### src/hw/matmul_pkg.sv
package matmul_pkg;

  // --------------------------------------------------
  // Widths and memory geometry
  // --------------------------------------------------
  localparam int word_w         = 32;  // One matrix element
  localparam int words_per_line = 8;   // Words in one scratch memory line
  localparam int bytes_per_line = 32;  // One byte-enable bit per byte
  localparam int addr_w         = 8;   // 256 lines in the scratch memory
  localparam int num_regs       = 32;  // Host register file depth

  // Host register map, 0 to 4 reserved and read as zero
  localparam int go_reg_idx   = 5;  // Bit 0 with a valid pulse starts a job
  localparam int busy_reg_idx = 6;  // Bit 0 high while a job runs
  localparam int done_reg_idx = 7;  // Bit 0 sticky after a job

  // --------------------------------------------------
  // Types
  // --------------------------------------------------
  typedef logic [word_w-1:0] word_t;
  typedef logic [addr_w-1:0] addr_t;
  typedef logic [bytes_per_line-1:0] be_t;

  // Word 0 sits in the low bits of the line
  typedef logic [words_per_line-1:0][word_w-1:0] line_t;

  typedef logic [num_regs-1:0][word_w-1:0] reg_file_t;
  typedef logic [num_regs-1:0] reg_mask_t;  // One bit per host register

  // Elements 11, 12, 21, 22 at indices 0 to 3, row-major as in memory
  typedef logic [3:0][word_w-1:0] mat_t;

  // One-hot sequencer states
  typedef enum logic [4:0] {
    st_idle  = 5'b00001,  // Waiting for go
    st_read  = 5'b00010,  // Read data of line 0 returns
    st_mul   = 5'b00100,  // Eight products registered
    st_sum   = 5'b01000,  // Four sums registered
    st_write = 5'b10000   // C written to line 1
  } mm_state_t;

  // --------------------------------------------------
  // Memory layout
  // --------------------------------------------------
  localparam addr_t src_line = 8'd0;  // A in words 0-3, B in words 4-7
  localparam addr_t dst_line = 8'd1;  // C goes to words 0-3

  // Bytes 0-15, the four result words only
  localparam be_t result_be = 32'h0000_ffff;

endpackage
### src/hw/mm_dp_if.sv
`timescale 1ns/1ps

// Sequencer to arithmetic datapath link
// Every enable is a one-cycle strobe acted on at the next rising edge
interface mm_dp_if;
  import matmul_pkg::*;

  logic  load;     // Capture line_in into the operand registers
  line_t line_in;  // Memory read data passed through the sequencer
  logic  mul_en;   // Register the eight products
  logic  sum_en;   // Register the four pair sums
  mat_t  result;   // Registered C, row-major

  // Sequencer side
  modport ctrl (
    output load,
    output line_in,
    output mul_en,
    output sum_en,
    input  result
  );

  // Datapath side
  modport dp (
    input  load,
    input  line_in,
    input  mul_en,
    input  sum_en,
    output result
  );

endinterface

### src/hw/mm_control.sv
`timescale 1ns/1ps

module mm_control (
  input  logic              clk,
  input  logic              rst_n,
  input  logic              start,      // Go command from the host block
  input  matmul_pkg::line_t mem_rdata,  // Valid the cycle after a read
  output matmul_pkg::addr_t mem_addr,
  output matmul_pkg::be_t   mem_be,
  output logic              mem_rd,
  output logic              mem_wr,
  output logic              busy,       // Read through write
  output logic              done,       // Sticky until the next accepted go
  mm_dp_if.ctrl             dp
);
  import matmul_pkg::*;

  mm_state_t state;       // Current sequencer state
  mm_state_t state_nxt;   // Next state
  logic      start_acc;   // Go taken while idle

  // Starts outside idle are dropped
  assign start_acc = (state == st_idle) & start;

  // --------------------------------------------------
  // State register
  // --------------------------------------------------

  always_ff @(posedge clk or negedge rst_n) begin
    if (!rst_n) begin
      state <= st_idle;
    end else begin
      state <= state_nxt;
    end
  end

  // --------------------------------------------------
  // Next state and strobes
  // --------------------------------------------------

  always_comb begin
    state_nxt  = state;  // Hold by default
    mem_addr   = '0;
    mem_be     = '0;
    mem_rd     = 1'b0;
    mem_wr     = 1'b0;
    dp.load    = 1'b0;
    dp.mul_en  = 1'b0;
    dp.sum_en  = 1'b0;

    case (state)
      st_idle: begin
        if (start_acc) begin
          mem_rd    = 1'b1;      // Read issued in the go cycle itself
          mem_addr  = src_line;
          state_nxt = st_read;
        end
      end

      st_read: begin
        dp.load   = 1'b1;        // rdata of line 0 is on the bus now
        state_nxt = st_mul;
      end

      st_mul: begin
        dp.mul_en = 1'b1;        // Operands stable since the last edge
        state_nxt = st_sum;
      end

      st_sum: begin
        dp.sum_en = 1'b1;
        state_nxt = st_write;
      end

      st_write: begin
        mem_wr    = 1'b1;        // Single write cycle, result already registered
        mem_addr  = dst_line;
        mem_be    = result_be;   // Words 4-7 of line 1 left untouched
        state_nxt = st_idle;
      end

      default: begin
        state_nxt = st_idle;     // Recover from an illegal one-hot code
      end
    endcase
  end

  // Memory read data goes straight to the operand registers
  assign dp.line_in = mem_rdata;

  // --------------------------------------------------
  // Status
  // --------------------------------------------------

  assign busy = (state != st_idle);

  always_ff @(posedge clk or negedge rst_n) begin
    if (!rst_n) begin
      done <= 1'b0;
    end else if (start_acc) begin
      done <= 1'b0;  // New job clears the old result flag
    end else if (state == st_write) begin
      done <= 1'b1;  // Set as the write completes
    end
  end

endmodule

### src/flat_wrapper.sv
// flat-port wrapper written by rule: the top's interface ports become plain ports
module mm_control_flat import matmul_pkg::*;
  (clk, rst_n, start, mem_rdata, mem_addr, mem_be, mem_rd, mem_wr, busy, done, dp_load, dp_line_in, dp_mul_en, dp_sum_en, dp_result);
  mm_dp_if dp_i ();
  input  logic clk;
  input  logic rst_n;
  input  logic start;
  input  matmul_pkg::line_t mem_rdata;
  output matmul_pkg::addr_t mem_addr;
  output matmul_pkg::be_t mem_be;
  output logic mem_rd;
  output logic mem_wr;
  output logic busy;
  output logic done;
  output wire logic [$bits(dp_i.load)-1:0] dp_load;
  output wire logic [$bits(dp_i.line_in)-1:0] dp_line_in;
  output wire logic [$bits(dp_i.mul_en)-1:0] dp_mul_en;
  output wire logic [$bits(dp_i.sum_en)-1:0] dp_sum_en;
  input wire logic [$bits(dp_i.result)-1:0] dp_result;
  assign dp_load = dp_i.load;
  assign dp_line_in = dp_i.line_in;
  assign dp_mul_en = dp_i.mul_en;
  assign dp_sum_en = dp_i.sum_en;
  assign dp_i.result = dp_result;
  mm_control u_core (.clk(clk), .rst_n(rst_n), .start(start), .mem_rdata(mem_rdata), .mem_addr(mem_addr), .mem_be(mem_be), .mem_rd(mem_rd), .mem_wr(mem_wr), .busy(busy), .done(done), .dp(dp_i));
endmodule
### config.mk
export PLATFORM = sky130hd
export DESIGN_NAME = mm_control_flat
export DESIGN_NICKNAME = d
export VERILOG_FILES = /design/src/hw/matmul_pkg.sv /design/src/hw/mm_dp_if.sv /design/src/hw/mm_control.sv /design/src/flat_wrapper.sv
export SDC_FILE = /design/constraint.sdc
export NUM_CORES = 1
export LEC_CHECK = 0
export ABC_AREA = 1
export BUFFER_PORTS_ARGS = -buffer_cell sky130_fd_sc_hd__buf_2
export CORE_AREA = 2 2 271 273
export DETAILED_ROUTE_END_ITERATION = 12
export DIE_AREA = 0 0 273 275
export SYNTH_ARGS = -nofsm -noshare
export SYNTH_HDL_FRONTEND = slang
export SYNTH_SLANG_ARGS = --single-unit
### constraint.sdc
create_clock -name clk -period 1.2 [get_ports clk]
set_input_delay 0 -clock clk [delete_from_list [all_inputs] [get_ports clk]]
set_output_delay 0 -clock clk [all_outputs]
set_load 0.1 [all_outputs]
==> impl.org, run 1 <==
** Final layout
- # nets final :: 493
- Inserted Diodes :: 0
- Measured on the finished design, the core utilization comes to 0.03243.
- The filler cells instantiated in the layout total 8651.
- Layout cell share with drive strength beyond 1 :: 0.5524
- Most frequent cells in the layout :: buf_12, conb_1, nand2_1, nor2_1
- Compared with the post-synthesis result, the final layout area differs by -8.043%.
- Most common library cell in the layout ignoring fill and taps :: buf_12

** Synth
- Part of the Yosys area used for sequential elements :: 0.05934
- Count of yosys warnings during synthesis :: 0
- Post-synth top area share :: 0.8710
- The netlist uses 15 different library cells.
- Synthesis inferred 6 register bits.
- By area the synthesized netlist is led by buf_4, dfrtp_1, dfstp_2.
- Cell taking the most area after synthesis :: buf_4
- Post-Syn Area per Cell :: 7.548 um^2
- Counting every instance in the synthesized netlist gives 338.
- After synthesis the cells add up to 2551 um^2.

** Place
- After legalization and detailed placement, the total HPWL measured 13520 um.
- At the placement stage, the worst setup path has a slack of -0.1122 ns.
- The congestion estimate from routability-driven global placement came to 0.5645.
- I/O Buffers :: 26

** Worst hold path
- The min-delay analysis places its worst path in the category in -> out.
- The worst hold path begins at mem_rdata[108].

** Routing
- The final route contains 943 vias.
- The detailed router finished its first iteration with 16 violations.
- Average wire per standard cell :: 14.20 um
- After detailed routing, the total wire length is 15110 um.
- After detailed routing, the number of remaining DRC violations is 0.
- Detailed-router iteration count before antenna repair :: 4
- Dividing the detail-routed via count by the number of cells gives 0.8863.
- Remaining number of nets flagged by the antenna check after routing :: 0

** Power and ir drop
- Summing internal, switching and leakage power gives 2.684 mW.
- Of the total power, the share spent switching nets is 0.5313.
- Power share of the clock group :: 0.209
- Internal Power :: 1.258 mW
- The analysis attributes to cell leakage a power of 0.5533 nW.
- IR analysis of the VDD net gives a maximum drop of 1.542 mV.
- Dividing total power by cell area gives a power density of 1144 nW/um^2.
- Portion of total power attributed to sequential cells :: 0.113
- Switching Power :: 1.426 mW
- The share of total power dissipated in combinational logic is 0.678.

** Setup path
- CP required :: 1.20 ns
- STA classifies the critical path startpoint as a flop.
- Critical path data arrival time :: 1.53 ns
- Of all nets on the critical path, the largest fanout is 18.
- In this run the worst setup path begins at u_core.state[0]$_DFFE_PN1P_.
- Category of the worst setup path capture point :: primary output
- By startpoint and endpoint, the worst setup path is classified as reg -> out.
- FF-to-FF Start :: u_core.state[0]$_DFFE_PN1P_

** CTS
- In this run the deepest clock path goes through 2 buffers.
- Clock latency on the worst-skew pair, taken at its later pin, is 0.23 ns.
- TritonCTS built the clock tree.
- For this design, the sink count on the clock tree is 6.
- H-tree depth :: 1
- Cts bufs inserted :: 3
- The tree is rooted in a clkbuf_16.
- After clock tree synthesis, the clock-pin slew on the worst setup and hold paths is 0.03 ns.

** Die
- I/O pin count :: 690
- The initial utilization of the core area, before any placement, comes to 0.03527.
- The floorplan has 99 rows.
- The die covers 75080 um^2.
- Floorplan core area :: 72340 um^2
- Die W :: 273 um
- Chip height :: 275 um

** Timing
- Setup repair after global routing could not meet its margin everywhere.
- Post-route setup slack :: -0.3283 ns
- Setup Skew :: 0.003219 ns
- Fmax :: 0.6543 GHz
- The final-report hold violation count was 0.
- After layout, the minimum clock period comes to 1.528 ns.
- Period Utilization, post-route :: 1.274
- Final Slew Violations :: 0
- On the final layout, the worst hold slack is 0.00003861 ns.
- After routing, the total negative slack on setup checks comes to -6.390 ns.
- Setup Viol. Count Final :: 23

** Run status
- Violations in the final reports :: negative setup slack
- The flow ran to the end, but the final reports show violations.

** GRT
- Number of global-route vias before repair :: 1002
- First-pass GRT wire length :: 16530 um
- GRT Residual Overflow :: 0
- Number of antenna violations at the first check in global routing :: 0
- Across every metal layer, demand over resource in global routing totals 0.03737.
- Largest net degree at the start of global routing :: 19

** Job
- The tool flagged a number of max-cap violations equal to 0.
[per-stage QoR]
stage	std cells	cell area (um^2)
3_3_place_gp	1057	2190
3_5_place_dp	1057	2190
2_1_floorplan	360	2664
4_1_cts	1063	2312
5_1_grt	1064	2346
6_report	1064	2346
[synthesized netlist by cell type, drive strengths merged]
cell and n:
conb 1, dfrtp 5, nand3 2, nor2 12, dfstp 1, buf 296, inv 9, nand2 9
nand4 2, o21ai 1
[per-layer routing]
layer | share of wire | GRT usage | vias to the layer above
met5 | 0.0038 | 0.005013 | -
met4 | 0.18 | 0.06471 | 2
met3 | 0.36 | 0.05691 | 140
met2 | 0.41 | 0.05517 | 302
met1 | 0.048 | 0.004450 | 271
li1 | - | - | 228
[kinds of logic after synthesis]
family / count (synthesis) / synth area share
compound gates: 1 / 0.001960
buf+inv: 305 / 0.8843
flops: 6 / 0.05934
other cells: 1 / 0.001470
simple gates: 25 / 0.05297
[timing repair]
| action | in CTS | in global routing |
|---|---|---|
| endpoints found under the hold margin | 6 | 0 |
| endpoints found under the setup margin | 23 | 25 |
| hold buffers | 1 | 0 |
| buffers inserted | 1 | 1 |
| pin swaps | 4 | 3 |
| gates resized for setup | 6 | 7 |
[sequential cells by signal, indices dropped and copies added (netlist names)]
| name | flops |
|---|---|
| u_core.done | 1 |
| u_core.state | 5 |
[critical path, stage by stage (launching register included)]
cell        delay (ns)
dfstp_2           0.54
inv_2             0.04
nand4_1           0.09
buf_6             0.13
clkinvlp_4        0.09
buf_12            0.18
buf_12            0.20
[path summary, 6_finish.rpt]
| check | cells past startpoint | to | slack (ns) |
|---|---|---|---|
| min in group asynchronous | 2 | u_core.state[4]$_DFFE_PN0P_ | 0.16 |
| worst min-delay path | 0 | dp_line_in[108] | 0.00004 |
| max in group asynchronous | 2 | u_core.state[0]$_DFFE_PN1P_ | 0.82 |
| worst max register to register | 5 | u_core.done$_DFFE_PN0P_ | 0 |
| worst max-delay path | 6 | mem_be[4] | -0.33 |
| worst min register to register | 2 | u_core.state[2]$_DFFE_PN0P_ | 0.61 |
[power groups by stage]
| stage | clock network, mW | logic (mW) | registers [mW] |
|---|---|---|---|
| final | 0.560 | 1.82 | 0.304 |
| after global routing | 0.574 | 1.90 | 0.309 |
| after CTS | 0.566 | 1.76 | 0.302 |
| after detailed placement | 0 | 1.71 | 0.301 |
| after global placement | 0 | 1.70 | 0.301 |
| after floorplan | 0 | 5.26 | 0.328 |
[area by class of cell]
type	instances	area, um^2	share of cell area
clock buffers	4	78.83	0.03360
inverters	9	37.54	0.01600
multi-input cells	49	286.5	0.1221
flip-flops and latches	6	151.4	0.06453
well taps	959	1200	0.5115
repair buffers	37	591.8	0.2523
Note: power is estimated with default switching activity, not from simulation.
==> run 2: changes to the inputs <==
--- a/config.mk
+++ b/config.mk
@@ -10,6 +10,7 @@
 export CORE_AREA = 2 2 271 273
 export DETAILED_ROUTE_END_ITERATION = 12
 export DIE_AREA = 0 0 273 275
+export REMOVE_ABC_BUFFERS = 1
 export SYNTH_ARGS = -nofsm -noshare
 export SYNTH_HDL_FRONTEND = slang
 export SYNTH_SLANG_ARGS = --single-unit
==> run 2 against run 1 <==
  * The flow still finishes with violations (negative setup slack)
  * Clock-buffer cell count is the same
  * Global-route usage rose by 22 points
  * Sequential cell count unchanged
  * Die area unchanged
  * Worst setup slack improved by 0.099 ns
  * Register-to-register slack improved by 0.04 ns
  * Maximum frequency is 6.9% higher
  * Routed wire length grew to 6.6 times the previous value
  * Critical path type unchanged
  * Largest cell class unchanged
==> impl.org, run 2 (synthesis gave the netlist of run 1 again) <==
** CTS
- H-tree depth :: 1
- The longest clock path from root to sink contains 2 buffers.
- Later-pin clock latency in the skew report :: 0.23 ns
- Counting the buffers created by CTS gives 3.
- Clock-pin slew on the worst setup and hold paths :: 0.04 ns
- TritonCTS built the clock tree.
- Clock root buffer :: clkbuf_16
- CTS sink count :: 6

** Run status
- Status :: finished with violations
- Violations in the final reports :: negative setup slack

** GRT
- GRT Residual Overflow :: 0
- Entering global routing, the biggest net connects 19 pins.
- Overall Global Routing Usage :: 0.2588
- Number of global-route vias before repair :: 1253
- Number of antenna violations at the first check in global routing :: 0
- First-pass GRT wire length :: 103300 um

** Timing
- Counting I/O delays and the setup requirement, the final critical path takes 1.430 ns.
- Final Slew Violations :: 0
- Across all setup checks in the final design, the least slack found is -0.2298 ns.
- Clock skew on the completed layout was measured at 0.003209 ns.
- Period Utilization, post-route :: 1.191
- Based on the critical path, the design can be clocked at up to 0.6994 GHz.
- On the final layout, the worst hold slack is 0.003804 ns.
- The final-report hold violation count was 0.
- Setup violations remaining at the end of the flow were counted as 23.
- Setup repair after global routing missed its margin :: true

** Setup path
- CP required :: 1.20 ns
- The worst register-to-register path ends at u_core.state[0]$_DFFE_PN1P_.
- Critical path data arrival time :: 1.43 ns
- Critical setup path kind :: reg -> out
- In this run the worst path has a maximum fanout of 18.
- Cell depth of the worst flop-to-flop path :: 8
- STA classifies the critical path endpoint as a primary output.
- Reg2Reg Setup Slack :: 0.04 ns
- Startpoint Class :: flop
- In this run the critical register-to-register path is launched from u_core.state[3]$_DFFE_PN0P_.

** Final layout
- Layout cell share with drive strength beyond 1 :: 0.5472
- The top cell types in the final layout, fill and taps aside, are buf_12, conb_1, buf_4, nand2_1.
- Leaving out fill and tap cells, the most frequent cell in the layout is buf_12.
- Reg with most FFs :: u_core.state
- Synthesis-to-finish area growth :: -7.700%
- Flip-flop count of the largest register after layout :: 5
- Biggest regs :: u_core.state x5, u_core.done x1
- The count of cells in the finished layout, fillers not included, comes to 1065.
- Inserted Diodes :: 0
- The net count of the finished layout is 494.

** Routing
- Total Wirelength :: 99860 um
- Detailed-router iteration count before antenna repair :: 5
- In the routed design, unresolved DRC markers number 0.
- Total via count after detailed routing :: 1529
- Remaining number of nets flagged by the antenna check after routing :: 0
- The detailed router finished its first iteration with 95 violations.
- DR vias/cell :: 1.436
- Dividing the detail-routed wire length by the instance count gives 93.77 um.

** Job
- Number of max-cap violations :: 0

** Die
- Die ar. :: 75080 um^2
- From left edge to right edge, the die measures 273 um.
- Initial Util :: 0.03527
- Floorplan core area :: 72340 um^2
- Measured along the y axis, the die boundary spans 275 um.
- The floorplan has 99 rows.
- I/O pin count :: 690

** Power and ir drop
- Leakage power total :: 0.5665 nW
- Power density over cell area :: 1143 nW/um^2
- Maximum VDD drop :: 2.102 mV

** Place
- During placement, the flow inserted port buffers numbering 26.
- Placed Cells incl. Taps :: 1057
- Gpl congestion :: 1.233
- Sum of net half-perimeters after detailed placement :: 99220 um

** Worst hold path
- The worst hold path begins at mem_rdata[115].
- For hold timing, the worst endpoint is dp_line_in[115].
- Path type of the worst min-delay path :: in -> out
- Counting instances, the worst hold path has a depth of 0.
-- run 2: cell count changes in the layout (fill, tap and decap cells not counted), sizes merged --
cell      change
buf           +1
clkinvlp      -1
inv           +1
-- run 2: repair_timing --
action                                  4_1_cts  5_1_grt
resized for setup                            11        6
setup buffers                                 2        2
pin swaps                                     3        5
endpoints found under the hold margin         6        0
hold buffers                                  1        0
endpoints found under the setup margin       23       25
-- run 2: routing by layer --
metal | vias to the layer above | wire (um) | GRT usage
met5 | - | 1874 | 0.1717
met4 | 26 | 5058 | 0.1067
met3 | 55 | 29490 | 0.3667
met2 | 804 | 59790 | 0.5535
met1 | 414 | 3643 | 0.02586
li1 | 230 | - | -
-- run 2: where the power goes --
group	internal, mW	switching (mW)
Combinational	0.575	1.26
Clock	0.441	0.116
Sequential	0.264	0.0377
Total	1.28	1.41
-- run 2: worst max-delay path by stage --
stage	slack, ns	startpoint	depth (start not counted)	end
2_1_floorplan	-9.63	u_core.state[2]$_DFFE_PN0P_	3	mem_addr[0]
3_3_place_gp	-0.04	u_core.state[2]$_DFFE_PN0P_	5	mem_be[10]
3_5_place_dp	-0.02	u_core.state[2]$_DFFE_PN0P_	5	mem_addr[0]
4_1_cts	-0.25	u_core.state[2]$_DFFE_PN0P_	5	mem_addr[0]
5_1_grt	-0.33	u_core.state[2]$_DFFE_PN0P_	5	mem_be[13]
6_report	-0.23	u_core.state[2]$_DFFE_PN0P_	5	mem_be[5]
-- run 2: stage by stage --
step | area [um^2] | TNS (ns) | power, mW | setup slack (ns) | utilization
2_1_floorplan | 411.6 | -176.48 | 1.414 | -9.634 | -
3_3_place_gp | 2175 | -0.7386 | 1.901 | -0.04455 | 0.03006
3_5_place_dp | 2175 | -0.3173 | 1.902 | -0.01916 | 0.03006
4_1_cts | 2327 | -5.006 | 2.646 | -0.2477 | 0.03217
5_1_grt | 2355 | -6.694 | 2.804 | -0.3263 | 0.03255
6_report | 2355 | -4.643 | 2.691 | -0.2298 | 0.03255
-- run 2: worst max-delay path, cell delays in order (launching register included) --
cell,delay (ns)
dfrtp_1,0.39
nor2_4,0.11
nand4_1,0.12
inv_2,0.09
buf_12,0.22
buf_12,0.21
-- run 2: area by class of cell --
type                    count  area [um^2]
fillers                  8668        69980
well taps                 959         1200
repair buffers             38        603.1
multi-input cells          49        287.8
flip-flops and latches      6        151.4
clock buffers               4        78.83
inverters                   9        33.78
==> run 3: changes to the inputs <==
--- a/config.mk
+++ b/config.mk
@@ -10,6 +10,7 @@
 export CORE_AREA = 2 2 271 273
 export DETAILED_ROUTE_END_ITERATION = 12
 export DIE_AREA = 0 0 273 275
+export PLACE_DENSITY = 0.34
 export REMOVE_ABC_BUFFERS = 1
 export SYNTH_ARGS = -nofsm -noshare
 export SYNTH_HDL_FRONTEND = slang
==> run 3 against run 2 <==
  * The run still ends with negative setup slack left
  * Non-clock buffer count grew 1
  * Utilization hardly changed
  * Clock-buffer cell count did not move
  * Sequential share of layout area about the same
  * Combinational power increased by 3%
  * Via count is 1.2% lower
  * Worst setup slack worse by 0.042 ns
==> impl.org, run 3 (synthesis gave the netlist of run 1 again) <==
** Die
- Die W :: 273 um
- From bottom edge to top edge, the die measures 275 um.
- Floorplan core area :: 72340 um^2
- Die ar. :: 75080 um^2
- Initial Util :: 0.03527
- Site row count :: 99
- 690 I/O pins were placed.

** Routing
- Total via count after detailed routing :: 1511
- After detailed routing, the total wire length is 99030 um.
- The first TritonRoute pass finished after 4 iterations.
- Count of routing violations after the opening detailed-route iteration :: 110
- After detailed routing, the average wire length per cell comes to 92.90 um.
- Remaining number of nets flagged by the antenna check after routing :: 0
- DR vias/cell :: 1.417
- In the routed design, unresolved DRC markers number 0.

** Setup path
- The critical path in this run is classified as reg -> out.
- Critical R2R Capture :: u_core.state[0]$_DFFE_PN1P_
- At the worst endpoint, the required time is 1.20 ns.
- STA classifies the critical path endpoint as a primary output.
- Critical path data arrival time :: 1.47 ns
- The worst setup path is launched from a flop.
- The worst register-to-register path has a setup slack of -0.02 ns.
- In this run the critical register-to-register path is launched from u_core.state[2]$_DFFE_PN0P_.
- Largest fanout on the critical path :: 18
- Counting cells, the worst reg-to-reg path comes to 9.

** CTS
- At the later pin of the worst-skew pair, clock insertion delay measures 0.23 ns.
- Clock-pin slew on the worst setup and hold paths :: 0.04 ns
- TritonCTS built the clock tree.
- Cts bufs inserted :: 3
- Clock root buffer :: clkbuf_16
- In this run the number of H-tree levels came out at 1.
- Buffer levels on the longest clock path :: 2
- The tree built by TritonCTS fans out to 6 sinks.

** Final layout
- The largest registers in the layout are u_core.state x5, u_core.done x1.
- After filler insertion, the fill cell instance count of the layout stands at 8668.
- Once layout is complete, the cells apart from fillers number 1066.
- Reg with most FFs :: u_core.state
- Inserted Diodes :: 0
- Most common library cell in the layout ignoring fill and taps :: buf_12
- Area occupied by multi-input gates :: 282.8 um^2
- From synthesis to final layout, the design area changed by -7.455%.
- Summing all flip-flop and latch instances after layout gives 151.4 um^2.
- Of the cells placed in the final design, the portion with a size suffix greater than 1 is 0.5421.
- The finished cells cover 2361 um^2.
- At the end of the flow, the number of nets in the layout was 495.
- For this run, the share of the core covered by cells in the final layout is 0.03264.
- In the layout the commonest cells are buf_12, conb_1, buf_4, nand2_1, nor2_1.
- The register with the most flip-flops in the layout has 5 of them.

** Place
- Placed Cells incl. Taps :: 1056
- Buffers placed on the I/O ports in this run total 26.
- OpenSTA, run right after detailed placement, puts the worst setup slack at -0.04970 ns.
- Sum of net half-perimeters after detailed placement :: 98460 um
- The congestion estimate from routability-driven global placement came to 1.220.
- Dpl cell area :: 2167 um^2

** GRT
- Number of global-route vias before repair :: 1283
- The first global-routing pass estimated 102300 um of wire.
- GRT Residual Overflow :: 0
- The number of antenna violations at the first check in global routing is 0.
- Entering global routing, the biggest net connects 19 pins.
- For this run, the total global-route usage over all layers was measured as 0.2566.

** Power and ir drop
- Internal Power :: 1.324 mW
- Leakage power total :: 0.5699 nW
- The design draws 2.739 mW.
- Of the total power, the share spent switching nets is 0.5165.
- IR analysis of the VDD net gives a maximum drop of 1.760 mV.
- The share of total power dissipated in the clock network is 0.203.
- Power density over cell area :: 1160 nW/um^2
- In this run the power spent charging and discharging nets is 1.415 mW.
- The share of total power dissipated in sequential elements is 0.110.
- Combinational power share :: 0.686

** Worst hold path
- Launch instance of the worst min-delay path :: mem_rdata[119]
- The worst hold path belongs to the class in -> out.
- Endpoint, Worst Hold :: dp_line_in[119]
- Worst hold path cell count :: 0

** Timing
- Fmax :: 0.6794 GHz
- The final-report hold violation count came to 0.
- Final Slew Violations :: 0
- Setup Skew :: 0.002835 ns
- The worst path in the final design needs a cycle of 1.472 ns, including I/O delays and setup.
- Setup repair after global routing could not meet its margin everywhere.
- Setup violations remaining at the end of the flow were counted as 24.
- Of the available clock period, the critical path in the final layout requires 1.227.
- Post-route setup slack :: -0.2720 ns

** Job
- Number of max-cap violations :: 0

** Run status
- Violations in the final reports :: negative setup slack
- The run finished, with violations left.
run 3: per-stage QoR:
step / setup TNS (ns) / hold slack (ns)
6_report: -5.464 / 0.004986
5_1_grt: -7.781 / 0.004493
4_1_cts: -5.769 / 0.02005
3_5_place_dp: -0.8096 / -0.1623
3_3_place_gp: -0.3571 / -0.1556
2_1_floorplan: -176.48 / -0.2956
run 3: what timing repair did:
item,4_1_cts,5_1_grt
endpoints found under the setup margin,23,26
gates resized for setup,12,4
cloned,0,0
pin swaps,3,4
hold buffers,1,0
buffers inserted,5,2
endpoints found under the hold margin,6,0
run 3: worst max path at each step:
stage | startpoint | to | slack, ns
finish | u_core.state[2]$_DFFE_PN0P_ | mem_be[6] | -0.27
global route | u_core.state[2]$_DFFE_PN0P_ | mem_be[6] | -0.38
CTS | u_core.state[2]$_DFFE_PN0P_ | mem_be[6] | -0.28
detailed placement | u_core.state[2]$_DFFE_PN0P_ | mem_be[6] | -0.05
global placement | u_core.state[2]$_DFFE_PN0P_ | mem_be[13] | -0.02
floorplan | u_core.state[2]$_DFFE_PN0P_ | mem_addr[0] | -9.63
run 3: cell type report:
class | count | area share
tap | 959 | 0.5082
clock buffer | 4 | 0.03339
sequential | 6 | 0.06412
multi-input combinational | 49 | 0.1198
inverter | 9 | 0.01431
timing repair buffer | 39 | 0.2602
run 3: power by group through the flow:
| stage | Clock, mW | Sequential, mW | Combinational [mW] |
|---|---|---|---|
| CTS | 0.570 | 0.302 | 1.87 |
| finish | 0.557 | 0.302 | 1.88 |
| global route | 0.587 | 0.307 | 1.97 |
| global placement | 0 | 0.311 | 1.60 |
| detailed placement | 0 | 0.311 | 1.61 |
| floorplan | 0 | 0.322 | 1.09 |
run 3: critical path, stage by stage, from the launching register on:
cell     delay [ns]
dfrtp_1        0.40
nor2_4         0.12
nand4_1        0.13
inv_2          0.10
buf_12         0.22
buf_12         0.22
run 3: metal layers:
metal | routed length [um] | track usage | vias to the layer above
met5 | 1898 | 0.1786 | -
met4 | 5542 | 0.1140 | 28
met3 | 29400 | 0.3674 | 66
met2 | 58300 | 0.5405 | 750
met1 | 3890 | 0.02597 | 434
li1 | - | - | 233
